`src/ao_periph_pkg.sv`:
```
// Always-on peripheral package
// Bus structs, address map, register offsets and the byte-strobe merge
`default_nettype none

package ao_periph_pkg;

  typedef struct packed {
    logic        req;
    logic        we;
    logic [31:0] addr;
    logic [31:0] wdata;
    logic [3:0]  be;
  } obi_req_t;

  typedef struct packed {
    logic        gnt;
    logic        rvalid;
    logic [31:0] rdata;
  } obi_rsp_t;

  // Single-cycle register access
  typedef struct packed {
    logic        valid;
    logic        write;
    logic [11:0] addr;
    logic [31:0] wdata;
    logic [3:0]  wstrb;
  } reg_req_t;

  typedef struct packed {
    logic [31:0] rdata;
  } reg_rsp_t;

  // Address layout is base[31:16], zero[15:14], slot[13:12] and offset[11:0]
  localparam logic [15:0] AO_BASE_ADDR = 16'h2000;
  localparam int unsigned SLOT_SEL_LSB = 12;
  localparam int unsigned NUM_SLOTS    = 3;

  typedef enum logic [1:0] {
    SLOT_SOC_CTRL = 2'd0,
    SLOT_FAST_INTR = 2'd1,
    SLOT_GPIO = 2'd2
  } slot_idx_e;

  localparam logic [11:0] SOC_EXIT_VALID_OFFS = 12'h000;
  localparam logic [11:0] SOC_EXIT_VALUE_OFFS = 12'h004;
  localparam logic [11:0] SOC_BOOT_SEL_OFFS   = 12'h008;

  localparam logic [11:0] FI_PENDING_OFFS = 12'h000;
  localparam logic [11:0] FI_ENABLE_OFFS  = 12'h004;

  localparam logic [11:0] GPIO_IN_OFFS      = 12'h000;
  localparam logic [11:0] GPIO_OUT_OFFS     = 12'h004;
  localparam logic [11:0] GPIO_EN_OFFS      = 12'h008;
  localparam logic [11:0] GPIO_INTR_EN_OFFS = 12'h00C;

  // Byte-wise merge of write data into an old value
  function automatic logic [31:0] apply_wstrb(input logic [31:0] old_val,
                                              input logic [31:0] wdata,
                                              input logic [3:0]  wstrb);
    logic [31:0] merged;
    merged = old_val;
    for (int i = 0; i < 4; i++) begin
      if (wstrb[i]) begin
        merged[8*i +: 8] = wdata[8*i +: 8];
      end
    end
    return merged;
  endfunction

endpackage

`default_nettype wire

```
`src/obi_reg_bridge.sv`:
```
// OBI to register bridge
// Grants every request at once and answers one cycle later
`timescale 1ns/1ns
`default_nettype none

module obi_reg_bridge (
  input  logic                    clk_i,
  input  logic                    rst_n_i,
  input  ao_periph_pkg::obi_req_t obi_req_i,
  output ao_periph_pkg::obi_rsp_t obi_rsp_o,
  output ao_periph_pkg::reg_req_t reg_req_o,
  input  ao_periph_pkg::reg_rsp_t reg_rsp_i
);

  logic        rvalid_q;
  logic [31:0] rdata_q;
  logic        accept;

  // Always ready, so gnt simply mirrors req
  assign accept = obi_req_i.req;

  assign obi_rsp_o.gnt    = obi_req_i.req;
  assign obi_rsp_o.rvalid = rvalid_q;
  assign obi_rsp_o.rdata  = rdata_q;

  // Request path
  assign reg_req_o.valid = accept;
  assign reg_req_o.write = obi_req_i.we;
  assign reg_req_o.addr  = obi_req_i.addr[11:0];
  assign reg_req_o.wdata = obi_req_i.wdata;
  assign reg_req_o.wstrb = obi_req_i.be;

  always_ff @(posedge clk_i) begin
    if (!rst_n_i) begin
      rvalid_q <= 1'b0;
    end else begin
      rvalid_q <= accept;
    end
  end

  // Writes return zero data
  always_ff @(posedge clk_i) begin
    if (accept) begin
      rdata_q <= obi_req_i.we ? 32'h0 : reg_rsp_i.rdata;
    end
  end

  // Every response belongs to a request accepted one cycle earlier
  a_rvalid_follows_accept : assert property (
    @(posedge clk_i) disable iff (!rst_n_i)
    obi_rsp_o.rvalid |-> $past(obi_req_i.req && obi_rsp_o.gnt)
  ) else $error("rvalid without an accepted request in the previous cycle");

endmodule

`default_nettype wire

```
`src/ao_reg_demux.sv`:
```
// Register demultiplexer
// Decodes the access address into a peripheral slot and muxes read data back
`timescale 1ns/1ns
`default_nettype none

module ao_reg_demux (
  input  logic [31:0]                                          addr_i,
  input  ao_periph_pkg::reg_req_t                              reg_req_i,
  output ao_periph_pkg::reg_rsp_t                              reg_rsp_o,
  output ao_periph_pkg::reg_req_t [ao_periph_pkg::NUM_SLOTS-1:0] slot_req_o,
  input  ao_periph_pkg::reg_rsp_t [ao_periph_pkg::NUM_SLOTS-1:0] slot_rsp_i
);

  import ao_periph_pkg::*;

  logic                 base_hit;
  logic                 mapped;
  slot_idx_e            slot_sel;
  logic [NUM_SLOTS-1:0] slot_valid;

  // Bits 15:14 must be zero for a hit
  assign base_hit = (addr_i[31:16] == AO_BASE_ADDR) && (addr_i[15:14] == 2'b00);
  assign slot_sel = slot_idx_e'(addr_i[SLOT_SEL_LSB +: 2]);
  assign mapped   = base_hit && (int'(slot_sel) < NUM_SLOTS);

  always_comb begin
    reg_rsp_o.rdata = 32'h0;
    for (int i = 0; i < NUM_SLOTS; i++) begin
      slot_req_o[i]       = reg_req_i;
      slot_req_o[i].valid = reg_req_i.valid && mapped && (slot_sel == slot_idx_e'(i));
      slot_valid[i]       = slot_req_o[i].valid;
      // Unmapped reads fall through as zero
      if (mapped && (slot_sel == slot_idx_e'(i))) begin
        reg_rsp_o.rdata = slot_rsp_i[i].rdata;
      end
    end
  end

  // One slot at most, and only for a live request
  always_comb begin
    a_one_slot : assert final ($onehot0(slot_valid) && (reg_req_i.valid || slot_valid == '0))
      else $error("more than one peripheral slot selected");
  end

endmodule

`default_nettype wire

```
`src/soc_ctrl.sv`:
```
// SoC control registers
// Exit flag and value for the testbench, plus synchronized boot-select readback
`timescale 1ns/1ns
`default_nettype none

module soc_ctrl (
  input  logic                    clk_i,
  input  logic                    rst_n_i,
  input  ao_periph_pkg::reg_req_t reg_req_i,
  output ao_periph_pkg::reg_rsp_t reg_rsp_o,
  input  logic                    boot_select_i,
  output logic                    exit_valid_o,
  output logic [31:0]             exit_value_o
);

  import ao_periph_pkg::*;

  logic        exit_valid_q;
  logic [31:0] exit_value_q;
  logic [1:0]  boot_sel_sync_q;
  logic        wr_en;
  logic [31:0] exit_valid_word;
  logic [31:0] exit_value_word;

  assign wr_en = reg_req_i.valid && reg_req_i.write;

  always_comb begin
    exit_valid_word = apply_wstrb({31'b0, exit_valid_q}, reg_req_i.wdata, reg_req_i.wstrb);
    exit_value_word = apply_wstrb(exit_value_q, reg_req_i.wdata, reg_req_i.wstrb);
  end

  always_ff @(posedge clk_i) begin
    if (!rst_n_i) begin
      exit_valid_q    <= 1'b0;
      exit_value_q    <= 32'h0;
      boot_sel_sync_q <= 2'b00;
    end else begin
      boot_sel_sync_q <= {boot_sel_sync_q[0], boot_select_i};
      if (wr_en && reg_req_i.addr == SOC_EXIT_VALID_OFFS) begin
        exit_valid_q <= exit_valid_word[0];
      end
      if (wr_en && reg_req_i.addr == SOC_EXIT_VALUE_OFFS) begin
        exit_value_q <= exit_value_word;
      end
    end
  end

  always_comb begin
    reg_rsp_o.rdata = 32'h0;
    case (reg_req_i.addr)
      SOC_EXIT_VALID_OFFS: reg_rsp_o.rdata = {31'b0, exit_valid_q};
      SOC_EXIT_VALUE_OFFS: reg_rsp_o.rdata = exit_value_q;
      SOC_BOOT_SEL_OFFS:   reg_rsp_o.rdata = {31'b0, boot_sel_sync_q[1]};
      default:             reg_rsp_o.rdata = 32'h0;
    endcase
  end

  assign exit_valid_o = exit_valid_q;
  assign exit_value_o = exit_value_q;

endmodule

`default_nettype wire

```
`src/fast_intr_ctrl.sv`:
```
// Fast interrupt controller
// Latches fast interrupt lines into a pending register with write-one-to-clear
`timescale 1ns/1ns
`default_nettype none

module fast_intr_ctrl #(
  parameter int unsigned NumFastIntr = 15
) (
  input  logic                    clk_i,
  input  logic                    rst_n_i,
  input  ao_periph_pkg::reg_req_t reg_req_i,
  output ao_periph_pkg::reg_rsp_t reg_rsp_o,
  input  logic [NumFastIntr-1:0]  fast_intr_i,
  output logic [NumFastIntr-1:0]  fast_intr_o
);

  import ao_periph_pkg::*;

  logic [NumFastIntr-1:0] pending_q;
  logic [NumFastIntr-1:0] enable_q;
  logic [NumFastIntr-1:0] clear_mask;
  logic [31:0]            pending_word;
  logic [31:0]            enable_word;
  logic [31:0]            clear_word;
  logic [31:0]            enable_next;
  logic                   wr_pending;
  logic                   wr_enable;

  assign wr_pending = reg_req_i.valid && reg_req_i.write && reg_req_i.addr == FI_PENDING_OFFS;
  assign wr_enable  = reg_req_i.valid && reg_req_i.write && reg_req_i.addr == FI_ENABLE_OFFS;

  always_comb begin
    pending_word                    = 32'h0;
    pending_word[NumFastIntr-1:0]   = pending_q;
    enable_word                     = 32'h0;
    enable_word[NumFastIntr-1:0]    = enable_q;
    // Only strobed bytes can clear
    clear_word  = apply_wstrb(32'h0, reg_req_i.wdata, reg_req_i.wstrb);
    enable_next = apply_wstrb(enable_word, reg_req_i.wdata, reg_req_i.wstrb);
    clear_mask  = wr_pending ? clear_word[NumFastIntr-1:0] : '0;
  end

  // A line still high wins over the clear
  always_ff @(posedge clk_i) begin
    if (!rst_n_i) begin
      pending_q <= '0;
      enable_q  <= '0;
    end else begin
      pending_q <= (pending_q & ~clear_mask) | fast_intr_i;
      if (wr_enable) begin
        enable_q <= enable_next[NumFastIntr-1:0];
      end
    end
  end

  always_comb begin
    case (reg_req_i.addr)
      FI_PENDING_OFFS: reg_rsp_o.rdata = pending_word;
      FI_ENABLE_OFFS:  reg_rsp_o.rdata = enable_word;
      default:         reg_rsp_o.rdata = 32'h0;
    endcase
  end

  assign fast_intr_o = pending_q & enable_q;

endmodule

`default_nettype wire

```
`src/gpio.sv`:
```
// GPIO block
// Output, enable and interrupt-enable registers with a two-flop input synchronizer
`timescale 1ns/1ns
`default_nettype none

module gpio #(
  parameter int unsigned GpioWidth = 8
) (
  input  logic                    clk_i,
  input  logic                    rst_n_i,
  input  ao_periph_pkg::reg_req_t reg_req_i,
  output ao_periph_pkg::reg_rsp_t reg_rsp_o,
  input  logic [GpioWidth-1:0]    gpio_i,
  output logic [GpioWidth-1:0]    gpio_o,
  output logic [GpioWidth-1:0]    gpio_en_o,
  output logic [GpioWidth-1:0]    intr_gpio_o
);

  import ao_periph_pkg::*;

  logic [GpioWidth-1:0] in_meta_q;
  logic [GpioWidth-1:0] in_sync_q;
  logic [GpioWidth-1:0] out_q;
  logic [GpioWidth-1:0] en_q;
  logic [GpioWidth-1:0] intr_en_q;
  logic [31:0]          in_word;
  logic [31:0]          out_word;
  logic [31:0]          en_word;
  logic [31:0]          intr_en_word;
  logic [31:0]          out_next;
  logic [31:0]          en_next;
  logic [31:0]          intr_en_next;
  logic                 wr_en;

  assign wr_en = reg_req_i.valid && reg_req_i.write;

  always_comb begin
    in_word                       = 32'h0;
    in_word[GpioWidth-1:0]        = in_sync_q;
    out_word                      = 32'h0;
    out_word[GpioWidth-1:0]       = out_q;
    en_word                       = 32'h0;
    en_word[GpioWidth-1:0]        = en_q;
    intr_en_word                  = 32'h0;
    intr_en_word[GpioWidth-1:0]   = intr_en_q;
    out_next     = apply_wstrb(out_word, reg_req_i.wdata, reg_req_i.wstrb);
    en_next      = apply_wstrb(en_word, reg_req_i.wdata, reg_req_i.wstrb);
    intr_en_next = apply_wstrb(intr_en_word, reg_req_i.wdata, reg_req_i.wstrb);
  end

  always_ff @(posedge clk_i) begin
    if (!rst_n_i) begin
      in_meta_q <= '0;
      in_sync_q <= '0;
      out_q     <= '0;
      en_q      <= '0;
      intr_en_q <= '0;
    end else begin
      in_meta_q <= gpio_i;
      in_sync_q <= in_meta_q;
      if (wr_en && reg_req_i.addr == GPIO_OUT_OFFS) out_q <= out_next[GpioWidth-1:0];
      if (wr_en && reg_req_i.addr == GPIO_EN_OFFS) en_q <= en_next[GpioWidth-1:0];
      if (wr_en && reg_req_i.addr == GPIO_INTR_EN_OFFS) begin
        intr_en_q <= intr_en_next[GpioWidth-1:0];
      end
    end
  end

  // Input register is read-only
  always_comb begin
    case (reg_req_i.addr)
      GPIO_IN_OFFS:      reg_rsp_o.rdata = in_word;
      GPIO_OUT_OFFS:     reg_rsp_o.rdata = out_word;
      GPIO_EN_OFFS:      reg_rsp_o.rdata = en_word;
      GPIO_INTR_EN_OFFS: reg_rsp_o.rdata = intr_en_word;
      default:           reg_rsp_o.rdata = 32'h0;
    endcase
  end

  assign gpio_o      = out_q;
  assign gpio_en_o   = en_q;
  assign intr_gpio_o = in_sync_q & intr_en_q;

endmodule

`default_nettype wire

```
`src/ao_periph_top.sv`:
```
// Always-on peripheral top level
// OBI bridge, address demux, SoC control, fast interrupt controller and GPIO
`timescale 1ns/1ns
`default_nettype none

module ao_periph_top #(
  parameter int unsigned NumFastIntr = 15,
  parameter int unsigned GpioWidth   = 8
) (
  input  logic                    clk_i,
  input  logic                    rst_n_i,
  input  ao_periph_pkg::obi_req_t obi_req_i,
  output ao_periph_pkg::obi_rsp_t obi_rsp_o,
  input  logic                    boot_select_i,
  output logic                    exit_valid_o,
  output logic [31:0]             exit_value_o,
  input  logic [NumFastIntr-1:0]  fast_intr_i,
  output logic [NumFastIntr-1:0]  fast_intr_o,
  input  logic [GpioWidth-1:0]    gpio_i,
  output logic [GpioWidth-1:0]    gpio_o,
  output logic [GpioWidth-1:0]    gpio_en_o,
  output logic [GpioWidth-1:0]    intr_gpio_o
);

  import ao_periph_pkg::*;

  reg_req_t                 periph_req;
  reg_rsp_t                 periph_rsp;
  reg_req_t [NUM_SLOTS-1:0] slot_req;
  reg_rsp_t [NUM_SLOTS-1:0] slot_rsp;

  obi_reg_bridge u_bridge (
    .clk_i     (clk_i),
    .rst_n_i   (rst_n_i),
    .obi_req_i (obi_req_i),
    .obi_rsp_o (obi_rsp_o),
    .reg_req_o (periph_req),
    .reg_rsp_i (periph_rsp)
  );

  // Demux sees the full bus address for the base match
  ao_reg_demux u_demux (
    .addr_i     (obi_req_i.addr),
    .reg_req_i  (periph_req),
    .reg_rsp_o  (periph_rsp),
    .slot_req_o (slot_req),
    .slot_rsp_i (slot_rsp)
  );

  soc_ctrl u_soc_ctrl (
    .clk_i         (clk_i),
    .rst_n_i       (rst_n_i),
    .reg_req_i     (slot_req[SLOT_SOC_CTRL]),
    .reg_rsp_o     (slot_rsp[SLOT_SOC_CTRL]),
    .boot_select_i (boot_select_i),
    .exit_valid_o  (exit_valid_o),
    .exit_value_o  (exit_value_o)
  );

  fast_intr_ctrl #(
    .NumFastIntr (NumFastIntr)
  ) u_fast_intr_ctrl (
    .clk_i       (clk_i),
    .rst_n_i     (rst_n_i),
    .reg_req_i   (slot_req[SLOT_FAST_INTR]),
    .reg_rsp_o   (slot_rsp[SLOT_FAST_INTR]),
    .fast_intr_i (fast_intr_i),
    .fast_intr_o (fast_intr_o)
  );

  gpio #(
    .GpioWidth (GpioWidth)
  ) u_gpio (
    .clk_i       (clk_i),
    .rst_n_i     (rst_n_i),
    .reg_req_i   (slot_req[SLOT_GPIO]),
    .reg_rsp_o   (slot_rsp[SLOT_GPIO]),
    .gpio_i      (gpio_i),
    .gpio_o      (gpio_o),
    .gpio_en_o   (gpio_en_o),
    .intr_gpio_o (intr_gpio_o)
  );

endmodule

`default_nettype wire

```
`config.mk`:
```
export PLATFORM = sky130hd
export DESIGN_NAME = ao_periph_top
export DESIGN_NICKNAME = d
export VERILOG_FILES = /design/src/ao_periph_pkg.sv /design/src/obi_reg_bridge.sv /design/src/ao_reg_demux.sv /design/src/soc_ctrl.sv /design/src/fast_intr_ctrl.sv /design/src/gpio.sv /design/src/ao_periph_top.sv
export SDC_FILE = /design/constraint.sdc
export NUM_CORES = 1
export LEC_CHECK = 0
export ABC_AREA = 1
export BUFFER_PORTS_ARGS = -buffer_cell sky130_fd_sc_hd__buf_2
export CAP_MARGIN = 0
export CELL_PAD_IN_SITES_DETAIL_PLACEMENT = 0
export CELL_PAD_IN_SITES_GLOBAL_PLACEMENT = 1
export CORE_UTILIZATION = 33
export CTS_BUF_LIST = sky130_fd_sc_hd__clkbuf_4 sky130_fd_sc_hd__clkbuf_8
export DETAILED_ROUTE_END_ITERATION = 8
export HOLD_SLACK_MARGIN = 0.1
export PLACE_DENSITY = 0.73
export SLEW_MARGIN = 25
export SYNTH_ARGS = -nofsm -noshare
export SYNTH_HDL_FRONTEND = slang
export SYNTH_SLANG_ARGS = --single-unit
```
`constraint.sdc`:
```
create_clock -name clk_i -period 1.47 [get_ports clk_i]
set_input_delay 0.147 -clock clk_i [delete_from_list [all_inputs] [get_ports clk_i]]
set_output_delay 0.147 -clock clk_i [all_outputs]
set_load 0.02 [all_outputs]
```
# ---- After elaboration in Yosys (flattened, before gate mapping)
# Index checks and enable logic that the tools add are counted.
dict set report totals {
  regBits 138
  elab_cells 69
}
dict set report classes {
  n_lt_le_gt_ge 1
  n_eq_ne 6
  muxes 9
  bitwise_logic 5
  n_reduce_logical 32
}
# op n
set ops {}
lappend ops {{$mux 32} 3}
lappend ops {{$pmux 32 s3} 1}
lappend ops {{$pmux 8 s4} 1}
lappend ops {{$and 15x15->15} 2}
lappend ops {{$pmux 15 s2} 1}
lappend ops {{$eq 12x4->1 const B} 2}
lappend ops {{$reduce_and 2->1} 10}
lappend ops {{$logic_and 1x1->1} 19}
lappend ops {{$eq 16x14->1 const B} 1}
lappend ops {{$mux 15} 1}
lappend ops {{$not 15->15} 1}
lappend ops {{$or 15x15->15} 1}
lappend ops {{$eq 12x3->1 const B} 1}
lappend ops {{$logic_not 12->1} 1}
lappend ops {{$and 8x8->8} 1}
lappend ops {{$mux 8} 1}
lappend ops {{$mux 7} 1}
lappend ops {{$logic_not 2->1} 2}
lappend ops {{$eq 2x1->1 const B} 1}
lappend ops {{$eq 2x2->1 const B} 1}
lappend ops {{$lt 2x2->1 const B} 1}

# ---- Logic depth before layout (Yosys ltp)
dict set report depth {
  ltp_word 11
  mapped_depth 12
}

# ---- By module
# From an unflattened synthesis, not the netlist that was laid out.
dict set report hier_totals {
  cells_unflattened 1448
  area_unflattened_um2 9912.0
}
# mod instances cells_each area_per_inst_um2 seq_area_each_um2
set modules_own_cells {}
lappend modules_own_cells {gpio 1 377 2337.2 800.8}
lappend modules_own_cells {ao_reg_demux 1 336 2204.6 0.0}
lappend modules_own_cells {fast_intr_ctrl 1 307 1938.1 600.6}
lappend modules_own_cells {soc_ctrl 1 274 1779.2 700.7}
lappend modules_own_cells {obi_reg_bridge 1 154 1652.8 980.9}

# ---- Worst setup path before layout
# OpenSTA, ideal clock, no wires.
dict set report synth_path {
  kind {input-to-reg}
  start {input port obi_req_i[53] in the netlist's numbering}
  end {register u_bridge.rdata_q[1], data pin}
  t_arrival_ns 1.209
  setup_slack_ns 0.009
  cell_stages 7
  path_cell_list {or2_1 nor2_4 nand3_2 o21ai_2 inv_1 nand2_1 nand2_1}
}
dict set report synth_via {
  elab_chain_len 7
}
# item line
set synth_rtl {}
lappend synth_rtl {{start, declared} ao_periph_top.sv:12} ;# input ao_periph_pkg::obi_req_t obi_req_i,
lappend synth_rtl {{$eq 16x14->1 (*)} ao_reg_demux.sv:22} ;# assign base_hit = (addr_i[31:16] == AO_BASE_ADDR) && (addr_i[15:14] == 2'b00);
lappend synth_rtl {{$logic_and 1x1->1 (*)} ao_reg_demux.sv:22}
lappend synth_rtl {{$logic_and 1x1->1 (*)} ao_reg_demux.sv:24} ;# assign mapped = base_hit && (int'(slot_sel) < NUM_SLOTS);
lappend synth_rtl {{$logic_and 1x1->1} ao_reg_demux.sv:33} ;# if (mapped && (slot_sel == slot_idx_e'(i))) begin
lappend synth_rtl {{$mux 32 (2 in series)} ao_reg_demux.sv:33}
lappend synth_rtl {{$mux 32 (*)} ao_reg_demux.sv:33}
lappend synth_rtl {{end signal, assigned} obi_reg_bridge.sv:44} ;# rdata_q <= obi_req_i.we ? 32'h0 : reg_rsp_i.rdata;
lappend synth_rtl {{end, declared} obi_reg_bridge.sv:16} ;# logic [31:0] rdata_q;
# Mark *: on every way between the ends. The rest lies on a longest branch, timed or not.
# A chain may end at the register's enable or synchronous reset.

# ---- Worst setup path after layout
dict set report layout_path {
  start {register u_fast_intr_ctrl.pending_q[5]}
  end {output port fast_intr_o[5]}
}
dict set report layout_via {
  elab_chain_len 1
}
# item line
set layout_rtl {}
lappend layout_rtl {{start, declared} fast_intr_ctrl.sv:19} ;# logic [NumFastIntr-1:0] pending_q;
lappend layout_rtl {{start signal, assigned} fast_intr_ctrl.sv:49} ;# pending_q <= (pending_q & ~clear_mask) | fast_intr_i;
lappend layout_rtl {{$and 15x15->15} fast_intr_ctrl.sv:64} ;# assign fast_intr_o = pending_q & enable_q;
lappend layout_rtl {{end, declared} ao_periph_top.sv:18} ;# output logic [NumFastIntr-1:0] fast_intr_o,
# No other way between the ends.

==> impl_metrics.tcl <==
set metrics [dict create \
    status "completed" \
    min_period_ns 1.31 \
    sw_frac_of_total 0.269 \
    crit_fanout 3 \
    drc 0 \
    die_w_um 147 \
    gr-total-overflow 0 \
    nets 1383 \
    firstDrtPassIters 5 \
    coreArea_mm2 0.0204 \
    crit_type "register to output pin" \
    path_clk_slew_ns 0.09 \
    p_int_mw 5.67 \
    synth_edf_count 32 \
    synth_nets 1097 \
    cp-start-kind "register" \
    io-pin-count 202 \
    fp.dieH_um 147 \
    finalCritPeriodShare 0.890 \
    antenna_found_initial 0 \
    wire_per_inst_um 13.9 \
    final_cell_mix "nand2_1, inv_1, buf_2" \
    fillers 2118 \
    dp_hpwl_um 16200 \
    pwr-share-clk 0.393 \
    grt_max_degree 54 \
    vias 6972 \
    htree_num_levels 4 \
    place_congestion 0.827 \
    rows 52 \
    async_flop_share 0 \
    diodes 0 \
    maxCapViolCount 0 \
    timing.slew.headroom 0.689 \
    clock-sinks 138 \
    dp_cells 1480 \
    synthesis.area_mm2 0.00693 \
    finClkSkew_ns 0.0143 \
    wl_um 21800 \
    clockRootBuffer "clkbuf_8" \
    cts_setup_buffers 0 \
    power_density_mw_per_mm2 815 \
    clk_latency_ns 0.46 \
    ys_types 31 \
    p_total_mw 7.76 \
    seq_power_share 0.516 \
    synth_seq_cells 138 \
    ys_seq_area_frac 0.445 \
    clockBufferDepth 2 \
    mostFrequentLayoutCell "nand2_1" \
    worstPathArrival_ns 1.16 \
    tightest_slew_ns 0.466 \
    setup_viol 0 \
    numCtsBuffers 17 \
    areaGrowthSynthToFinish_pct 37.4 \
    stdcell_count 1570 \
    cts_tree "built" \
    p_leak_nw 5.06 \
    slew_violations 0 \
    drive_above_1_share 0.247 \
    drt-initial-drc-count 476 \
    combinationalPowerShare 0.091 \
    cp-end-kind "output pin" \
    holdBufCountCts 58 \
    fmax_ghz 0.764 \
    p_sw_mw 2.09 \
    final_antenna_net_count 0 \
    peakVddDrop_uv 463 \
    synth_area_per_cell_um2 6.92 \
    timing_hold_violations_final 0 \
    required_ns 1.32 \
    grt_pass1_wl_um 34000 \
    initial_core_util 0.339 \
    grt_pass1_vias 6294 \
    hp-class "input pin to register" \
    synth_cells 1001 \
    dieArea_mm2 0.0216 \
    ff_latch_area_mm2 0.00308 \
    yosys_warnings 0 \
    multiInputGateArea_mm2 0.00282 \
    cts_resized 0 \
    grt_usage 0.203 \
    rsz0062_at_grt "no" \
    routed_via_density 4.44 \
    synth_ff_type "dfxtp_1" \
    io_buffers 201 \
]
## per-stage QoR
step	cell area [um2]	setup TNS (ns)	util	hold slack (ns)	worst slack, ns
6_report	9520	0	0.466	0.150	0.161
5_1_grt	9520	0	0.466	0.123	0.0490
4_1_cts	9520	0	0.466	0.120	0.117
3_5_place_dp	8570	-19.40	0.419	0.331	-0.248
3_3_place_gp	8570	-18.79	0.419	0.327	-0.290
2_1_floorplan	6930	0	-	0.240	0.00871
## metal layers
metal / GRT usage / vias to the layer above / share of wire
met5: 0 / - / 0
met4: 0.0454 / 0 / 0.0084
met3: 0.0360 / 13 / 0.060
met2: 0.327 / 238 / 0.46
met1: 0.283 / 3088 / 0.47
li1: - / 3633 / -
## logic make-up after synthesis
family / after synthesis / share of synthesized area
AO/OA/AOI/OAI: 52 / 0.0401
buffers and inverters: 252 / 0.148
flip-flops: 138 / 0.445
AND/OR/NAND/NOR: 559 / 0.367
## layout make-up
type | count | share of cell area
Timing Repair Buffer | 313 | 0.224
Clock inverter | 14 | 0.0142
Inverter | 206 | 0.0812
Tap cell | 270 | 0.0355
Clock buffer | 18 | 0.0254
Sequential cell | 138 | 0.324
Multi-Input combinational cell | 611 | 0.296
## worst max-delay path, stage by stage (launching register included)
cell and delay, ns:
dfxtp_1 0.40, nand2_1 0.07, inv_1 0.08, buf_2 0.17
## state kept, by name, summed over array words and instances, names as in the netlist
name and count:
u_soc_ctrl.exit_valid_o 1, u_bridge.rvalid_q 1, u_fast_intr_ctrl.pending_q 15, u_gpio.in_meta_q 8, u_gpio.intr_en_q 8, u_soc_ctrl.boot_sel_sync_q 2, u_bridge.rdata_q 32, u_gpio.gpio_o 8
u_gpio.gpio_en_o 8, u_gpio.in_sync_q 8, u_soc_ctrl.exit_value_o 32, u_fast_intr_ctrl.enable_q 15
## worst paths after layout
kind                            startpoint             endpoint  slack [ns]  cells after the start
max reg2reg  u_fast_intr_ctrl.pending_q[4]  u_bridge.rdata_q[4]        0.46                      6
min reg2reg            u_gpio.in_meta_q[4]  u_gpio.in_sync_q[4]        0.42                      2
max          u_fast_intr_ctrl.pending_q[5]       fast_intr_o[5]        0.16                      3
min                                rst_n_i  u_gpio.in_sync_q[7]        0.15                      4
## cell usage after synthesis, types with 6 or more instances
cell,n,area [um2]
nand3_1,16,80.1
buf_6,6,67.6
nor2_1,111,417
nand2_1,316,1190
dfxtp_1,106,2120
nor3_1,8,40.0
clkbuf_1,14,52.6
edfxtp_1,32,961
buf_1,6,22.5
o21ai_0,10,50.1
inv_1,202,758
nand4_1,75,469
nor3_2,10,100
buf_2,16,80.1
a21oi_1,35,175
## power groups by stage
stage	registers, mW	clock network [mW]	logic [mW]
after floorplan	4.11	0	0.223
after global placement	4.09	0	0.590
after detailed placement	4.09	0	0.590
after CTS	4.00	3.14	0.709
after global routing	4.01	3.30	0.778
final	4.00	3.05	0.707
Note: power is estimated with default switching activity, not from simulation.
